<file path="src/common/video_timing_pkg.sv">
package video_timing_pkg;

   // ***********************************************************
   // Raster timing
   // ***********************************************************

   localparam int TIMING_W = 16;           // Width of every timing field.

   // Horizontal fields in pixels, vertical fields in lines.
   typedef struct packed {
      logic [TIMING_W-1:0] h_res;          // Visible pixels per line.
      logic [TIMING_W-1:0] h_front;        // Front porch.
      logic [TIMING_W-1:0] h_sync;         // Hsync width.
      logic [TIMING_W-1:0] h_back;         // Back porch.
      logic [TIMING_W-1:0] v_res;          // Visible lines per frame.
      logic [TIMING_W-1:0] v_front;        // Front porch.
      logic [TIMING_W-1:0] v_sync;         // Vsync height.
      logic [TIMING_W-1:0] v_back;         // Back porch.
   } timing_t;

   // 640x480 at 60 Hz, 800 x 525 total.
   localparam timing_t TIMING_DEFAULT = '{
      h_res:   16'd640,
      h_front: 16'd16,
      h_sync:  16'd96,
      h_back:  16'd48,
      v_res:   16'd480,
      v_front: 16'd10,
      v_sync:  16'd2,
      v_back:  16'd33
   };

   // ***********************************************************
   // Raster and colour
   // ***********************************************************

   typedef struct packed {
      logic [7:0] red;
      logic [7:0] green;
      logic [7:0] blue;
   } rgb_t;

   // Raw raster from the sync generator, all active high.
   typedef struct packed {
      logic hde;                           // Inside visible pixels of a line.
      logic vde;                           // Inside visible lines of a frame.
      logic hsync;                         // Hsync window, no polarity applied.
      logic vsync;                         // Vsync window, no polarity applied.
      logic pix_clk;                       // Pixel clock, high in first half of period.
   } raster_t;

endpackage

</file>
<file path="src/common/host_regs_pkg.sv">
package host_regs_pkg;

   import video_timing_pkg::*;

   // ***********************************************************
   // Host register map
   // ***********************************************************

   localparam int REG_ADDR_W = 5;          // 32 byte addresses, 20 decoded.

   // Timing values are 16 bit, high byte first.
   typedef enum logic [REG_ADDR_W-1:0] {
      REG_H_RES_HI   = 5'd0,
      REG_H_RES_LO   = 5'd1,
      REG_H_FRONT_HI = 5'd2,
      REG_H_FRONT_LO = 5'd3,
      REG_H_SYNC_HI  = 5'd4,
      REG_H_SYNC_LO  = 5'd5,
      REG_H_BACK_HI  = 5'd6,
      REG_H_BACK_LO  = 5'd7,
      REG_V_RES_HI   = 5'd8,
      REG_V_RES_LO   = 5'd9,
      REG_V_FRONT_HI = 5'd10,
      REG_V_FRONT_LO = 5'd11,
      REG_V_SYNC_HI  = 5'd12,
      REG_V_SYNC_LO  = 5'd13,
      REG_V_BACK_HI  = 5'd14,
      REG_V_BACK_LO  = 5'd15,
      REG_CTRL       = 5'd16,              // Video enable and sync polarity.
      REG_BG_RED     = 5'd17,
      REG_BG_GREEN   = 5'd18,
      REG_BG_BLUE    = 5'd19
   } reg_addr_e;

   // One host write, taken whenever the strobe is high.
   typedef struct packed {
      reg_addr_e  addr;                    // Byte address.
      logic [7:0] data;                    // Byte to write.
   } host_wr_t;

   // REG_CTRL layout, bit 0 in the lowest position.
   typedef struct packed {
      logic vs_invert;                     // Bit 2, 1 gives active-low vsync.
      logic hs_invert;                     // Bit 1, 1 gives active-low hsync.
      logic video_en;                      // Bit 0, display enable gate.
   } ctrl_t;

   // Video off, both syncs active low.
   localparam ctrl_t CTRL_RESET = '{vs_invert: 1'b1, hs_invert: 1'b1, video_en: 1'b0};

   localparam rgb_t BG_RESET = '{red: 8'h00, green: 8'h00, blue: 8'h00};  // Black.

endpackage

</file>
<file path="src/host_regs/host_reg_bank.sv">
module host_reg_bank import host_regs_pkg::*, video_timing_pkg::*; (
   input  logic     clk_2x,
   input  logic     rst_n,
   input  host_wr_t host_wr,               // Address and data of a write.
   input  logic     host_wr_en,            // Write strobe, one byte per cycle.
   output timing_t  timing,                // Live timing, shadowed by the sync generator.
   output ctrl_t    ctrl,
   output rgb_t     bg
);

   timing_t timing_q;                      // Sixteen timing bytes.
   ctrl_t   ctrl_q;                        // REG_CTRL.
   rgb_t    bg_q;                          // Three colour bytes.

   // ***********************************************************
   // Byte write decode
   // ***********************************************************

   always_ff @(posedge clk_2x) begin
      if (!rst_n) begin
         timing_q <= TIMING_DEFAULT;       // Bank comes up at 640x480.
         ctrl_q   <= CTRL_RESET;
         bg_q     <= BG_RESET;
      end else if (host_wr_en) begin
         case (host_wr.addr)
            // High and low bytes land in the two halves of each field.
            REG_H_RES_HI:   timing_q.h_res[15:8]   <= host_wr.data;
            REG_H_RES_LO:   timing_q.h_res[7:0]    <= host_wr.data;
            REG_H_FRONT_HI: timing_q.h_front[15:8] <= host_wr.data;
            REG_H_FRONT_LO: timing_q.h_front[7:0]  <= host_wr.data;
            REG_H_SYNC_HI:  timing_q.h_sync[15:8]  <= host_wr.data;
            REG_H_SYNC_LO:  timing_q.h_sync[7:0]   <= host_wr.data;
            REG_H_BACK_HI:  timing_q.h_back[15:8]  <= host_wr.data;
            REG_H_BACK_LO:  timing_q.h_back[7:0]   <= host_wr.data;
            REG_V_RES_HI:   timing_q.v_res[15:8]   <= host_wr.data;
            REG_V_RES_LO:   timing_q.v_res[7:0]    <= host_wr.data;
            REG_V_FRONT_HI: timing_q.v_front[15:8] <= host_wr.data;
            REG_V_FRONT_LO: timing_q.v_front[7:0]  <= host_wr.data;
            REG_V_SYNC_HI:  timing_q.v_sync[15:8]  <= host_wr.data;
            REG_V_SYNC_LO:  timing_q.v_sync[7:0]   <= host_wr.data;
            REG_V_BACK_HI:  timing_q.v_back[15:8]  <= host_wr.data;
            REG_V_BACK_LO:  timing_q.v_back[7:0]   <= host_wr.data;
            REG_CTRL:       ctrl_q     <= ctrl_t'(host_wr.data[2:0]);  // Upper bits dropped.
            REG_BG_RED:     bg_q.red   <= host_wr.data;
            REG_BG_GREEN:   bg_q.green <= host_wr.data;
            REG_BG_BLUE:    bg_q.blue  <= host_wr.data;
            default: ;                     // Addresses 20 to 31 do nothing.
         endcase
      end
   end

   // ***********************************************************
   // Outputs
   // ***********************************************************

   assign timing = timing_q;               // Visible one edge after the strobe.
   assign ctrl   = ctrl_q;
   assign bg     = bg_q;

endmodule

</file>
<file path="src/logic/video_out_stage.sv">
module video_out_stage import host_regs_pkg::*, video_timing_pkg::*; (
   input  logic    clk_2x,
   input  logic    rst_n,
   input  raster_t raster,                 // Raw raster from the sync generator.
   input  ctrl_t   ctrl,                   // Polarity and video enable.
   input  rgb_t    bg,                     // Background colour.
   output logic    hs,
   output logic    vs,
   output logic    vde,
   output logic    pixel_clk,
   output rgb_t    rgb
);

   logic de;                               // Display area with video enabled.
   logic hs_q;
   logic vs_q;
   logic vde_q;
   logic pixel_clk_q;
   rgb_t rgb_q;

   assign de = raster.hde & raster.vde & ctrl.video_en;

   // ***********************************************************
   // Output register stage
   // ***********************************************************

   always_ff @(posedge clk_2x) begin
      if (!rst_n) begin
         hs_q        <= CTRL_RESET.hs_invert;  // Inactive sync level.
         vs_q        <= CTRL_RESET.vs_invert;
         vde_q       <= 1'b0;
         pixel_clk_q <= 1'b0;
         rgb_q       <= '0;
      end else begin
         hs_q        <= raster.hsync ^ ctrl.hs_invert;
         vs_q        <= raster.vsync ^ ctrl.vs_invert;
         vde_q       <= de;
         pixel_clk_q <= raster.pix_clk;
         rgb_q       <= de ? bg : '0;     // Blank outside the display area.
      end
   end

   assign hs        = hs_q;
   assign vs        = vs_q;
   assign vde       = vde_q;
   assign pixel_clk = pixel_clk_q;        // Same delay as the data.
   assign rgb       = rgb_q;

endmodule

</file>
<file path="src/logic/video_timing_top.sv">
module video_timing_top import host_regs_pkg::*, video_timing_pkg::*; #(
   parameter int PIX_DIV = 4               // clk_2x cycles per pixel.
) (
   input  logic     clk_2x,
   input  logic     rst_n,
   input  host_wr_t host_wr,
   input  logic     host_wr_en,
   output logic     hs,
   output logic     vs,
   output logic     vde,
   output logic     pixel_clk,
   output rgb_t     rgb
);

   timing_t timing;                        // Register bank to sync generator.
   ctrl_t   ctrl;                          // Register bank to output stage.
   rgb_t    bg;
   raster_t raster;                        // Sync generator to output stage.

   // ***********************************************************
   // Host side
   // ***********************************************************

   host_reg_bank u_regs (
      .clk_2x     ( clk_2x     ),
      .rst_n      ( rst_n      ),
      .host_wr    ( host_wr    ),
      .host_wr_en ( host_wr_en ),
      .timing     ( timing     ),
      .ctrl       ( ctrl       ),
      .bg         ( bg         )
   );

   sync_generator #(
      .PIX_DIV ( PIX_DIV )
   ) u_sync (
      .clk_2x ( clk_2x ),
      .rst_n  ( rst_n  ),
      .timing ( timing ),
      .raster ( raster )                   // Registered raster.
   );

   // Video port, second register stage.
   video_out_stage u_out (
      .clk_2x    ( clk_2x    ),
      .rst_n     ( rst_n     ),
      .raster    ( raster    ),
      .ctrl      ( ctrl      ),
      .bg        ( bg        ),
      .hs        ( hs        ),
      .vs        ( vs        ),
      .vde       ( vde       ),
      .pixel_clk ( pixel_clk ),
      .rgb       ( rgb       )
   );

endmodule

</file>
<file path="src/sync_gen/sync_generator.sv">
module sync_generator import video_timing_pkg::*; #(
   parameter int PIX_DIV = 4               // clk_2x cycles per pixel, even, 2 or more.
) (
   input  logic    clk_2x,
   input  logic    rst_n,
   input  timing_t timing,                 // Live registers from the host bank.
   output raster_t raster                  // Registered raster, one cycle after the counters.
);

   localparam int PHASE_W = (PIX_DIV > 1) ? $clog2(PIX_DIV) : 1;
   localparam int SUM_W   = TIMING_W + 2;  // Room for the sum of four fields.

   logic [PHASE_W-1:0]  phase;             // Position inside one pixel period.
   logic                pix_en;
   timing_t             shadow;            // Timing in use for this frame.
   logic [TIMING_W-1:0] h_cnt;
   logic [TIMING_W-1:0] v_cnt;
   logic [SUM_W-1:0]    h_pos;
   logic [SUM_W-1:0]    v_pos;
   logic [SUM_W-1:0]    h_sync_start;
   logic [SUM_W-1:0]    h_sync_end;
   logic [SUM_W-1:0]    h_total;
   logic [SUM_W-1:0]    v_sync_start;
   logic [SUM_W-1:0]    v_sync_end;
   logic [SUM_W-1:0]    v_total;
   logic                h_last;
   logic                v_last;
   raster_t             raster_d;
   raster_t             raster_q;

   // True while lo <= cnt < hi. Shared by the h and v decoders.
   function automatic logic in_window(
      input logic [SUM_W-1:0] cnt,
      input logic [SUM_W-1:0] lo,
      input logic [SUM_W-1:0] hi
   );
      return (cnt >= lo) && (cnt < hi);
   endfunction

   // ***********************************************************
   // Pixel enable divider
   // ***********************************************************

   assign pix_en = (phase == PHASE_W'(PIX_DIV - 1));  // Last cycle of the pixel.

   always_ff @(posedge clk_2x) begin
      if (!rst_n) begin
         phase <= '0;
      end else if (pix_en) begin
         phase <= '0;                      // Wrap for any even divider.
      end else begin
         phase <= phase + 1'b1;
      end
   end

   // ***********************************************************
   // Window edges from the shadowed timing
   // ***********************************************************

   always_comb begin
      h_sync_start = SUM_W'(shadow.h_res) + SUM_W'(shadow.h_front);
      h_sync_end   = h_sync_start + SUM_W'(shadow.h_sync);
      h_total      = h_sync_end + SUM_W'(shadow.h_back);
      v_sync_start = SUM_W'(shadow.v_res) + SUM_W'(shadow.v_front);
      v_sync_end   = v_sync_start + SUM_W'(shadow.v_sync);
      v_total      = v_sync_end + SUM_W'(shadow.v_back);
   end

   assign h_pos  = {2'b00, h_cnt};
   assign v_pos  = {2'b00, v_cnt};
   assign h_last = (h_pos >= h_total - 1'b1);  // Also catches an overrun.
   assign v_last = (v_pos >= v_total - 1'b1);

   // ***********************************************************
   // Counters and frame boundary shadow
   // ***********************************************************

   always_ff @(posedge clk_2x) begin
      if (!rst_n) begin
         h_cnt <= '0;
         v_cnt <= '0;
      end else if (pix_en) begin
         if (h_last) begin
            h_cnt <= '0;
            v_cnt <= v_last ? '0 : v_cnt + 1'b1;  // Line step on h wrap.
         end else begin
            h_cnt <= h_cnt + 1'b1;
         end
      end
   end

   // New host timing only lands on the last pixel of the frame.
   always_ff @(posedge clk_2x) begin
      if (!rst_n) begin
         shadow <= TIMING_DEFAULT;
      end else if (pix_en && h_last && v_last) begin
         shadow <= timing;
      end
   end

   // ***********************************************************
   // Decode and output register
   // ***********************************************************

   always_comb begin
      raster_d.hde     = in_window(h_pos, '0, SUM_W'(shadow.h_res));
      raster_d.vde     = in_window(v_pos, '0, SUM_W'(shadow.v_res));
      raster_d.hsync   = in_window(h_pos, h_sync_start, h_sync_end);
      raster_d.vsync   = in_window(v_pos, v_sync_start, v_sync_end);
      raster_d.pix_clk = (phase < PHASE_W'(PIX_DIV / 2));  // High for first half.
   end

   always_ff @(posedge clk_2x) begin
      if (!rst_n) begin
         raster_q <= '0;                   // No display, no sync, clock low.
      end else begin
         raster_q <= raster_d;
      end
   end

   assign raster = raster_q;

endmodule

</file>
<file path="config.mk">
export PLATFORM = sky130hd
export DESIGN_NAME = video_timing_top
export DESIGN_NICKNAME = d
export VERILOG_FILES = /design/src/common/video_timing_pkg.sv /design/src/common/host_regs_pkg.sv /design/src/host_regs/host_reg_bank.sv /design/src/logic/video_out_stage.sv /design/src/logic/video_timing_top.sv /design/src/sync_gen/sync_generator.sv
export SDC_FILE = /design/constraint.sdc
export NUM_CORES = 1
export LEC_CHECK = 0
export ABC_AREA = 1
export BUFFER_PORTS_ARGS = -buffer_cell sky130_fd_sc_hd__buf_4
export CELL_PAD_IN_SITES_DETAIL_PLACEMENT = 0
export CELL_PAD_IN_SITES_GLOBAL_PLACEMENT = 1
export CORE_AREA = 3 3 221 310
export DETAILED_ROUTE_END_ITERATION = 7
export DIE_AREA = 0 0 224 313
export HOLD_SLACK_MARGIN = 0.08
export PLACE_DENSITY_LB_ADDON = 0.1
export SLEW_MARGIN = 10
export SYNTH_ARGS = -nofsm -noshare
export SYNTH_HDL_FRONTEND = slang
export SYNTH_HIERARCHICAL = 1
export SYNTH_SLANG_ARGS = --single-unit
</file>
<file path="constraint.sdc">
create_clock -name clk_2x -period 11.84 [get_ports clk_2x]
set_input_delay 1.776 -clock clk_2x [delete_from_list [all_inputs] [get_ports clk_2x]]
set_output_delay 1.776 -clock clk_2x [all_outputs]
set_load 0.01 [all_outputs]
</file>
* Yosys cells after proc, flatten, opt, wreduce, memory -nomap -nowiden
Index checks and enable logic that the tools add are counted.
** Word-level totals
- Bits in registers :: 350
- Bits of input ports :: 16
- Output and inout port bits :: 28
- Logic and storage cells :: 124
** Cells by class
- Add/subtract/negate cells :: 11
- Magnitude comparators :: 11
- Equal/unequal tests :: 20
- Multiplexer cells :: 2
- Bitwise operators :: 5
- Reductions and logical operators :: 30
** Operator list (count)
- 18-bit by 16-bit adder with 18-bit output :: 4
- 16-bit by 18-bit >= comparator with 1-bit output :: 4
- 2-bit AND reduction :: 22
- 5-bit by 4-bit equality test with 1-bit output (second input constant) :: 8
- 16-bit by 18-bit less-than comparator with 1-bit output :: 2
- 18-bit by 1-bit subtractor with 18-bit output (second input constant) :: 2
- 16-bit by 16-bit adder with 17-bit output :: 2
- 16-bit by 1-bit adder with 16-bit output (second input constant) :: 2
- 16-bit by 1-bit >= comparator with 1-bit output (second input constant) :: 2
- 16-bit less-than comparator :: 2
- 16-bit 2-to-1 mux :: 2
- 5-bit by 3-bit equality test with 1-bit output (second input constant) :: 4
- 5-bit equality test (second input constant) :: 4
- 5-bit by 2-bit equality test with 1-bit output (second input constant) :: 2
- 1-bit logical AND :: 6
- 5-bit by 1-bit equality test with 1-bit output (second input constant) :: 1
- 5-bit logical NOT :: 1
- 2-bit by 1-bit adder with 2-bit output (second input constant) :: 1
- 1-bit AND :: 2
- 2-bit equality test (second input constant) :: 1
- 2-bit less-than comparator (second input constant) :: 1
- 2-bit OR reduction :: 1
- 1-bit bitwise XOR :: 2
- 1-bit inverter :: 1

* Longest topological paths before layout
- Depth after elaboration :: 7
- Gate-level depth with buffers :: 41
- Mapped depth without buffers :: 40

* Cells and area by module
The synthesis kept the hierarchy.
** By module, submodules not included
- sync_generator :: instances 1, cells each 2327, area an instance 15197.1 sq um, seq. area each 3343.2 sq um
- host_reg_bank :: instances 1, cells each 1084, area an instance 6830.3 sq um, seq. area each 3103.0 sq um
- video_out_stage :: instances 1, cells each 95, area an instance 979.7 sq um, seq. area each 560.5 sq um

* Worst setup path before layout
Ideal clock, no wire load.
- Path kind :: register to register
- Start point :: register u_sync/shadow[32] in the netlist's numbering
- End point :: register u_sync/shadow[49] in the netlist's numbering
- Library setup time :: 0.113 ns
- Arrival time :: 5.519 ns
- Data required time :: 11.727 ns
- Path slack :: 6.208 ns
- Cell stages (with the launch flop) :: 32
- Path buffers :: 2
- Period minus slack after synthesis :: 5.632 ns
- Cells stage by stage :: dfxtp_1 ha_1 fa_1 inv_1 fa_1 o21ai_0 a21oi_1 o21ai_0 a21boi_0 o21ai_0 xnor2_1 ha_1 inv_1 ha_1 a21oi_1 nand2_1 nor2_1 inv_1 a21oi_1 xor2_1 ha_1 nand2_1 nor4_1 a31oi_1 nand3_1 nand2_2 nor2_8 buf_8 buf_6 nand2_1 nand2_1 nor2_1
** On the way
- Cells in the longest elaborated chain, start to end :: 6
** Ends and longest elaborated chain
- start: declaration :: RTL line sync_generator.sv:15 : timing_t shadow;
- start signal: assignment :: RTL line sync_generator.sv:97 : shadow <= timing;
- 16-bit by 16-bit adder with 17-bit output :: RTL line sync_generator.sv:64 : v_sync_start = SUM_W'(shadow.v_res) + SUM_W'(shadow.v_front);
- 18-bit by 16-bit adder with 18-bit output :: RTL line sync_generator.sv:65 : v_sync_end = v_sync_start + SUM_W'(shadow.v_sync);
- 18-bit by 16-bit adder with 18-bit output :: RTL line sync_generator.sv:66 : v_total = v_sync_end + SUM_W'(shadow.v_back);
- 18-bit by 1-bit subtractor with 18-bit output :: RTL line sync_generator.sv:72 : assign v_last = (v_pos >= v_total - 1'b1);
- 16-bit by 18-bit >= comparator with 1-bit output :: RTL line sync_generator.sv:72
- 1-bit logical AND :: RTL line sync_generator.sv:96 : end else if (pix_en && h_last && v_last) begin
No other way between the ends.
A chain may end at the register's enable or synchronous reset.

* Worst setup path after layout
- Start point :: register u_sync/shadow[112] in the netlist's numbering
- End point :: register u_sync/shadow[4] in the netlist's numbering
** On the way
- Cells in the longest elaborated chain, start to end :: 7
** Ends and longest elaborated chain
- 16-bit by 16-bit adder with 17-bit output :: RTL line sync_generator.sv:61 : h_sync_start = SUM_W'(shadow.h_res) + SUM_W'(shadow.h_front);
- 18-bit by 16-bit adder with 18-bit output :: RTL line sync_generator.sv:62 : h_sync_end = h_sync_start + SUM_W'(shadow.h_sync);
- 18-bit by 16-bit adder with 18-bit output :: RTL line sync_generator.sv:63 : h_total = h_sync_end + SUM_W'(shadow.h_back);
- 18-bit by 1-bit subtractor with 18-bit output :: RTL line sync_generator.sv:71 : assign h_last = (h_pos >= h_total - 1'b1);
- 16-bit by 18-bit >= comparator with 1-bit output :: RTL line sync_generator.sv:71
- 1-bit logical AND (2 in a row) :: RTL line sync_generator.sv:96
No other way between the ends.

==> run_summary.xml <==
<?xml version="1.0" encoding="UTF-8"?>
<metrics>
  <group name="power">
    <metric name="comb_power_share" unit="%">4.3</metric>
    <metric name="power_density" unit="nW/µm²">103</metric>
    <metric name="cellInternalPower" unit="W">0.00195</metric>
    <metric name="power.switching_fraction" unit="%">24.6</metric>
    <metric name="vdd_drop_max" unit="µV">108</metric>
    <metric name="cellLeakagePower" unit="nW">12.6</metric>
    <metric name="power_frac_clock" unit="%">49.6</metric>
    <metric name="share_seq_of_total_power" unit="%">46.0</metric>
    <metric name="power.net_switching" unit="W">0.000638</metric>
  </group>
  <group name="timing">
    <metric name="fmax" unit="GHz">0.126</metric>
    <metric name="clock_skew" unit="ns">0.0212</metric>
    <metric name="report.final.slew_viol_count" unit="">0</metric>
    <metric name="worst_slew_margin_rel" unit="%">26.7</metric>
    <metric name="tightestPinTransition" unit="ns">1.10</metric>
    <metric name="final-setup-viol-count" unit="">0</metric>
    <metric name="rsz0062_at_grt" unit="">false</metric>
    <metric name="period_share" unit="%">67.3</metric>
    <metric name="report.final.hold_viol_count" unit="">0</metric>
    <metric name="post-route-min-period" unit="ns">7.97</metric>
    <metric name="setup-tns-final" unit="ns">0</metric>
  </group>
  <group name="setup_path">
    <metric name="regToRegSetupSlack" unit="ns">3.87</metric>
    <metric name="most_common_cell_on_crit_path" unit="">nand2_1</metric>
    <metric name="cp_data_arrival_time" unit="ns">8.43</metric>
    <metric name="crit_path_end_kind" unit="">flop</metric>
    <metric name="crit_path_max_incr_delay" unit="ns">0.71</metric>
    <metric name="maximum_fanout_count_along_the_critical_path" unit="">43</metric>
    <metric name="ff2ff_path_depth" unit="">36</metric>
    <metric name="setup.worst_path.start_class" unit="">flop</metric>
    <metric name="required_time_reported_for_the_critical_path_endpoint" unit="ns">12.30</metric>
    <metric name="crit_slowest_cell" unit="">nor2_8</metric>
    <metric name="critPathKind" unit="">reg2reg</metric>
  </group>
  <group name="synthesis">
    <metric name="synth-simple-area-share" unit="%">31.2</metric>
    <metric name="synthXorXnorAreaFrac" unit="%">3.83</metric>
    <metric name="fraction_of_the_mapped_netlist_area_in_compound_gates" unit="%">6.46</metric>
    <metric name="ys_ff_latch" unit="">350</metric>
    <metric name="synth-edff-count" unit="">0</metric>
    <metric name="synth-warning-count" unit="">6</metric>
    <metric name="synth-main-ff-cell" unit="">dfxtp_1</metric>
    <metric name="synth.distinct_cells" unit="">47</metric>
    <metric name="combinational_family_with_the_most_area_after_synthesis" unit="">simple AND/OR/NAND/NOR gates</metric>
    <metric name="synthesis.instances" unit="">3506</metric>
    <metric name="post_syn_nets" unit="">3779</metric>
    <metric name="netlist_area" unit="µm²">23000</metric>
    <metric name="synth_mux_area_share" unit="%">0</metric>
    <metric name="synthesis.area_per_instance" unit="µm²">6.56</metric>
    <metric name="synth-async-reset-ratio" unit="%">0</metric>
    <metric name="synth.yosys.seq_area_share" unit="%">30.5</metric>
    <metric name="yosys.area_share.adder" unit="%">14.2</metric>
  </group>
  <group name="die">
    <metric name="die_height" unit="µm">313</metric>
    <metric name="floorplan_core_area" unit="µm²">65700</metric>
    <metric name="die_width" unit="µm">224</metric>
    <metric name="design.die.area" unit="µm²">70100</metric>
    <metric name="io_pins" unit="">44</metric>
    <metric name="row_count" unit="">111</metric>
    <metric name="initial_core_util" unit="%">35.0</metric>
  </group>
  <group name="routing">
    <metric name="drt_iter0_markers" unit="">1093</metric>
    <metric name="total_routed_length" unit="µm">67300</metric>
    <metric name="vias_per_cell" unit="">4.57</metric>
    <metric name="drt_first_pass_iters" unit="">5</metric>
    <metric name="antenna_left" unit="">0</metric>
    <metric name="detail_route.drc_violations" unit="">0</metric>
    <metric name="post_drt_wl_per_cell" unit="µm">15.4</metric>
    <metric name="via_count" unit="">20000</metric>
  </group>
  <group name="finish">
    <metric name="layout_commonest_cell" unit="">nand2_1</metric>
    <metric name="drive_above_1_share" unit="%">4.84</metric>
    <metric name="most-common-layout-cells" unit="">nand2_1, inv_1, nor2_1, dfxtp_1, ha_1</metric>
    <metric name="multi_input_area" unit="µm²">12800</metric>
    <metric name="final_cell_count_no_fill" unit="">4378</metric>
    <metric name="design.final.nets" unit="">3773</metric>
    <metric name="syn2layout_area_growth" unit="%">9.79</metric>
    <metric name="fillCellCount" unit="">7214</metric>
    <metric name="antennaDiodeCount" unit="">0</metric>
    <metric name="regArea" unit="µm²">7010</metric>
    <metric name="final_design_area_no_fill" unit="µm²">25300</metric>
  </group>
  <group name="run_status">
    <metric name="outcome" unit="">finished clean</metric>
  </group>
  <group name="global_route">
    <metric name="grtUsageTotal" unit="%">19.1</metric>
    <metric name="first_global_vias" unit="">19200</metric>
    <metric name="maximum_number_of_pins_on_one_net_before_global_route_repair" unit="">122</metric>
    <metric name="grt_pass1_wl" unit="µm">107000</metric>
    <metric name="grt_overflow_total" unit="">0</metric>
    <metric name="antenna_found_initial" unit="">1</metric>
  </group>
  <group name="cts">
    <metric name="max_root_sink_buffers" unit="">3</metric>
    <metric name="numCtsBuffers" unit="">42</metric>
    <metric name="root_buffer" unit="">clkbuf_16</metric>
    <metric name="h-tree-depth" unit="">2</metric>
    <metric name="clkSlewWorstSetupHoldPaths" unit="ns">0.06</metric>
    <metric name="ctsHoldBuffers" unit="">0</metric>
    <metric name="cts_tree" unit="">done</metric>
    <metric name="insertion_delay" unit="ns">0.58</metric>
    <metric name="cts_resized" unit="">0</metric>
    <metric name="cts_setup_buffers" unit="">0</metric>
    <metric name="cts_num_sinks" unit="">350</metric>
  </group>
  <group name="place">
    <metric name="place_area" unit="µm²">23900</metric>
    <metric name="total_half_perimeter_wirelength_after_legalization_and_detailed_placement" unit="µm">49800</metric>
    <metric name="place_inst" unit="">4303</metric>
    <metric name="gp_routability_congestion" unit="">0.816</metric>
    <metric name="place.port_buffers" unit="">43</metric>
  </group>
  <group name="flow_run">
    <metric name="max_cap_viol_count" unit="">0</metric>
  </group>
  <group name="hold_path">
    <metric name="hold_depth" unit="">1</metric>
    <metric name="hp-class" unit="">reg2reg</metric>
  </group>
</metrics>
## power groups by stage
stage                     combinational [W]  clock (W)  sequential [W]
final                              0.000112    0.00129         0.00119
after floorplan                   0.0000719          0         0.00122
after global routing               0.000125    0.00138         0.00119
after detailed placement           0.000114          0         0.00122
after global placement             0.000114          0         0.00122
after CTS                          0.000114    0.00133         0.00119
## synth_stat cells, drive strengths merged, types with 5 or more instances
cell,instances,area (µm²)
nor2,522,2000
o21bai,12,90.1
nand2,909,3420
a21boi,9,67.6
o211ai,7,52.6
xnor2,31,272
xor2,67,587
clkbuf,42,158
or2,7,43.8
inv,676,2540
nand3,242,1230
a21oi,155,776
buf,69,492
a211oi,7,52.6
nand4,16,100
dfxtp,350,7010
a21o,9,67.6
o21a,5,37.5
nor3,40,308
nor4,6,37.5
a31oi,13,81.3
ha,251,3140
o21ai,39,195
fa,6,120
## sequential cells by signal, summed over array words and instances, names as in the netlist, 3 cells and up
name	flops
u_regs/ctrl	3
u_regs/bg	24
u_regs/timing	128
u_sync/raster	5
u_sync/v_cnt	16
u_sync/h_cnt	16
u_sync/shadow	128
u_out/rgb	24
## final timing paths
kind                 startpoint          endpoint
min             u_sync/phase[0]   u_sync/phase[0]
max          u_sync/shadow[112]  u_sync/shadow[4]
min reg2reg     u_sync/phase[0]   u_sync/phase[0]
max reg2reg  u_sync/shadow[112]  u_sync/shadow[4]
## stage by stage
step	utilization (%)	hold slack, ns	power [W]	worst slack [ns]
after global routing	38.5	0.444	0.00269	2.99
final	38.5	0.420	0.00259	3.87
after CTS	38.4	0.426	0.00264	3.72
after floorplan	-	0.390	0.00129	6.21
after global placement	36.4	0.410	0.00133	3.95
after detailed placement	36.4	0.418	0.00133	3.76
## worst max-delay path: cells and delay by family (launching register included)
kind / cells / cell delay [ns]
and+or+nand+nor: 12 / 2.43
adders and majority gates: 6 / 1.78
buffers and inverters: 8 / 1.39
AOI/OAI and AO/OA: 7 / 1.32
xor gates and xnor gates: 3 / 0.55
DFF: 1 / 0.34
## metal layers
metal / GRT usage, % / wire [µm] / vias up
met1: 26.4 / 32900 / 8930
li1: - / - / 10700
met2: 31.6 / 30500 / 286
met5: 0 / 0 / -
met3: 2.19 / 2110 / 89
met4: 5.24 / 1790 / 0
## area by class of cell
class / instances / share of cell area [%]
Sequential cell: 350 / 27.7
Timing Repair Buffer: 61 / 1.89
Inverter: 677 / 10.1
Clock buffer: 61 / 4.64
Clock inverter: 14 / 0.708
Multi-Input combinational cell: 2368 / 50.8
Tap cell: 847 / 4.20
## kinds of logic after synthesis
logic type      Yosys count
fa+ha+maj               257
buf+inv                 788
compound gates          264
simple gates           1748
xor+xnor                 99
flops                   350
No activity file was read; power rests on OpenSTA's default activity.
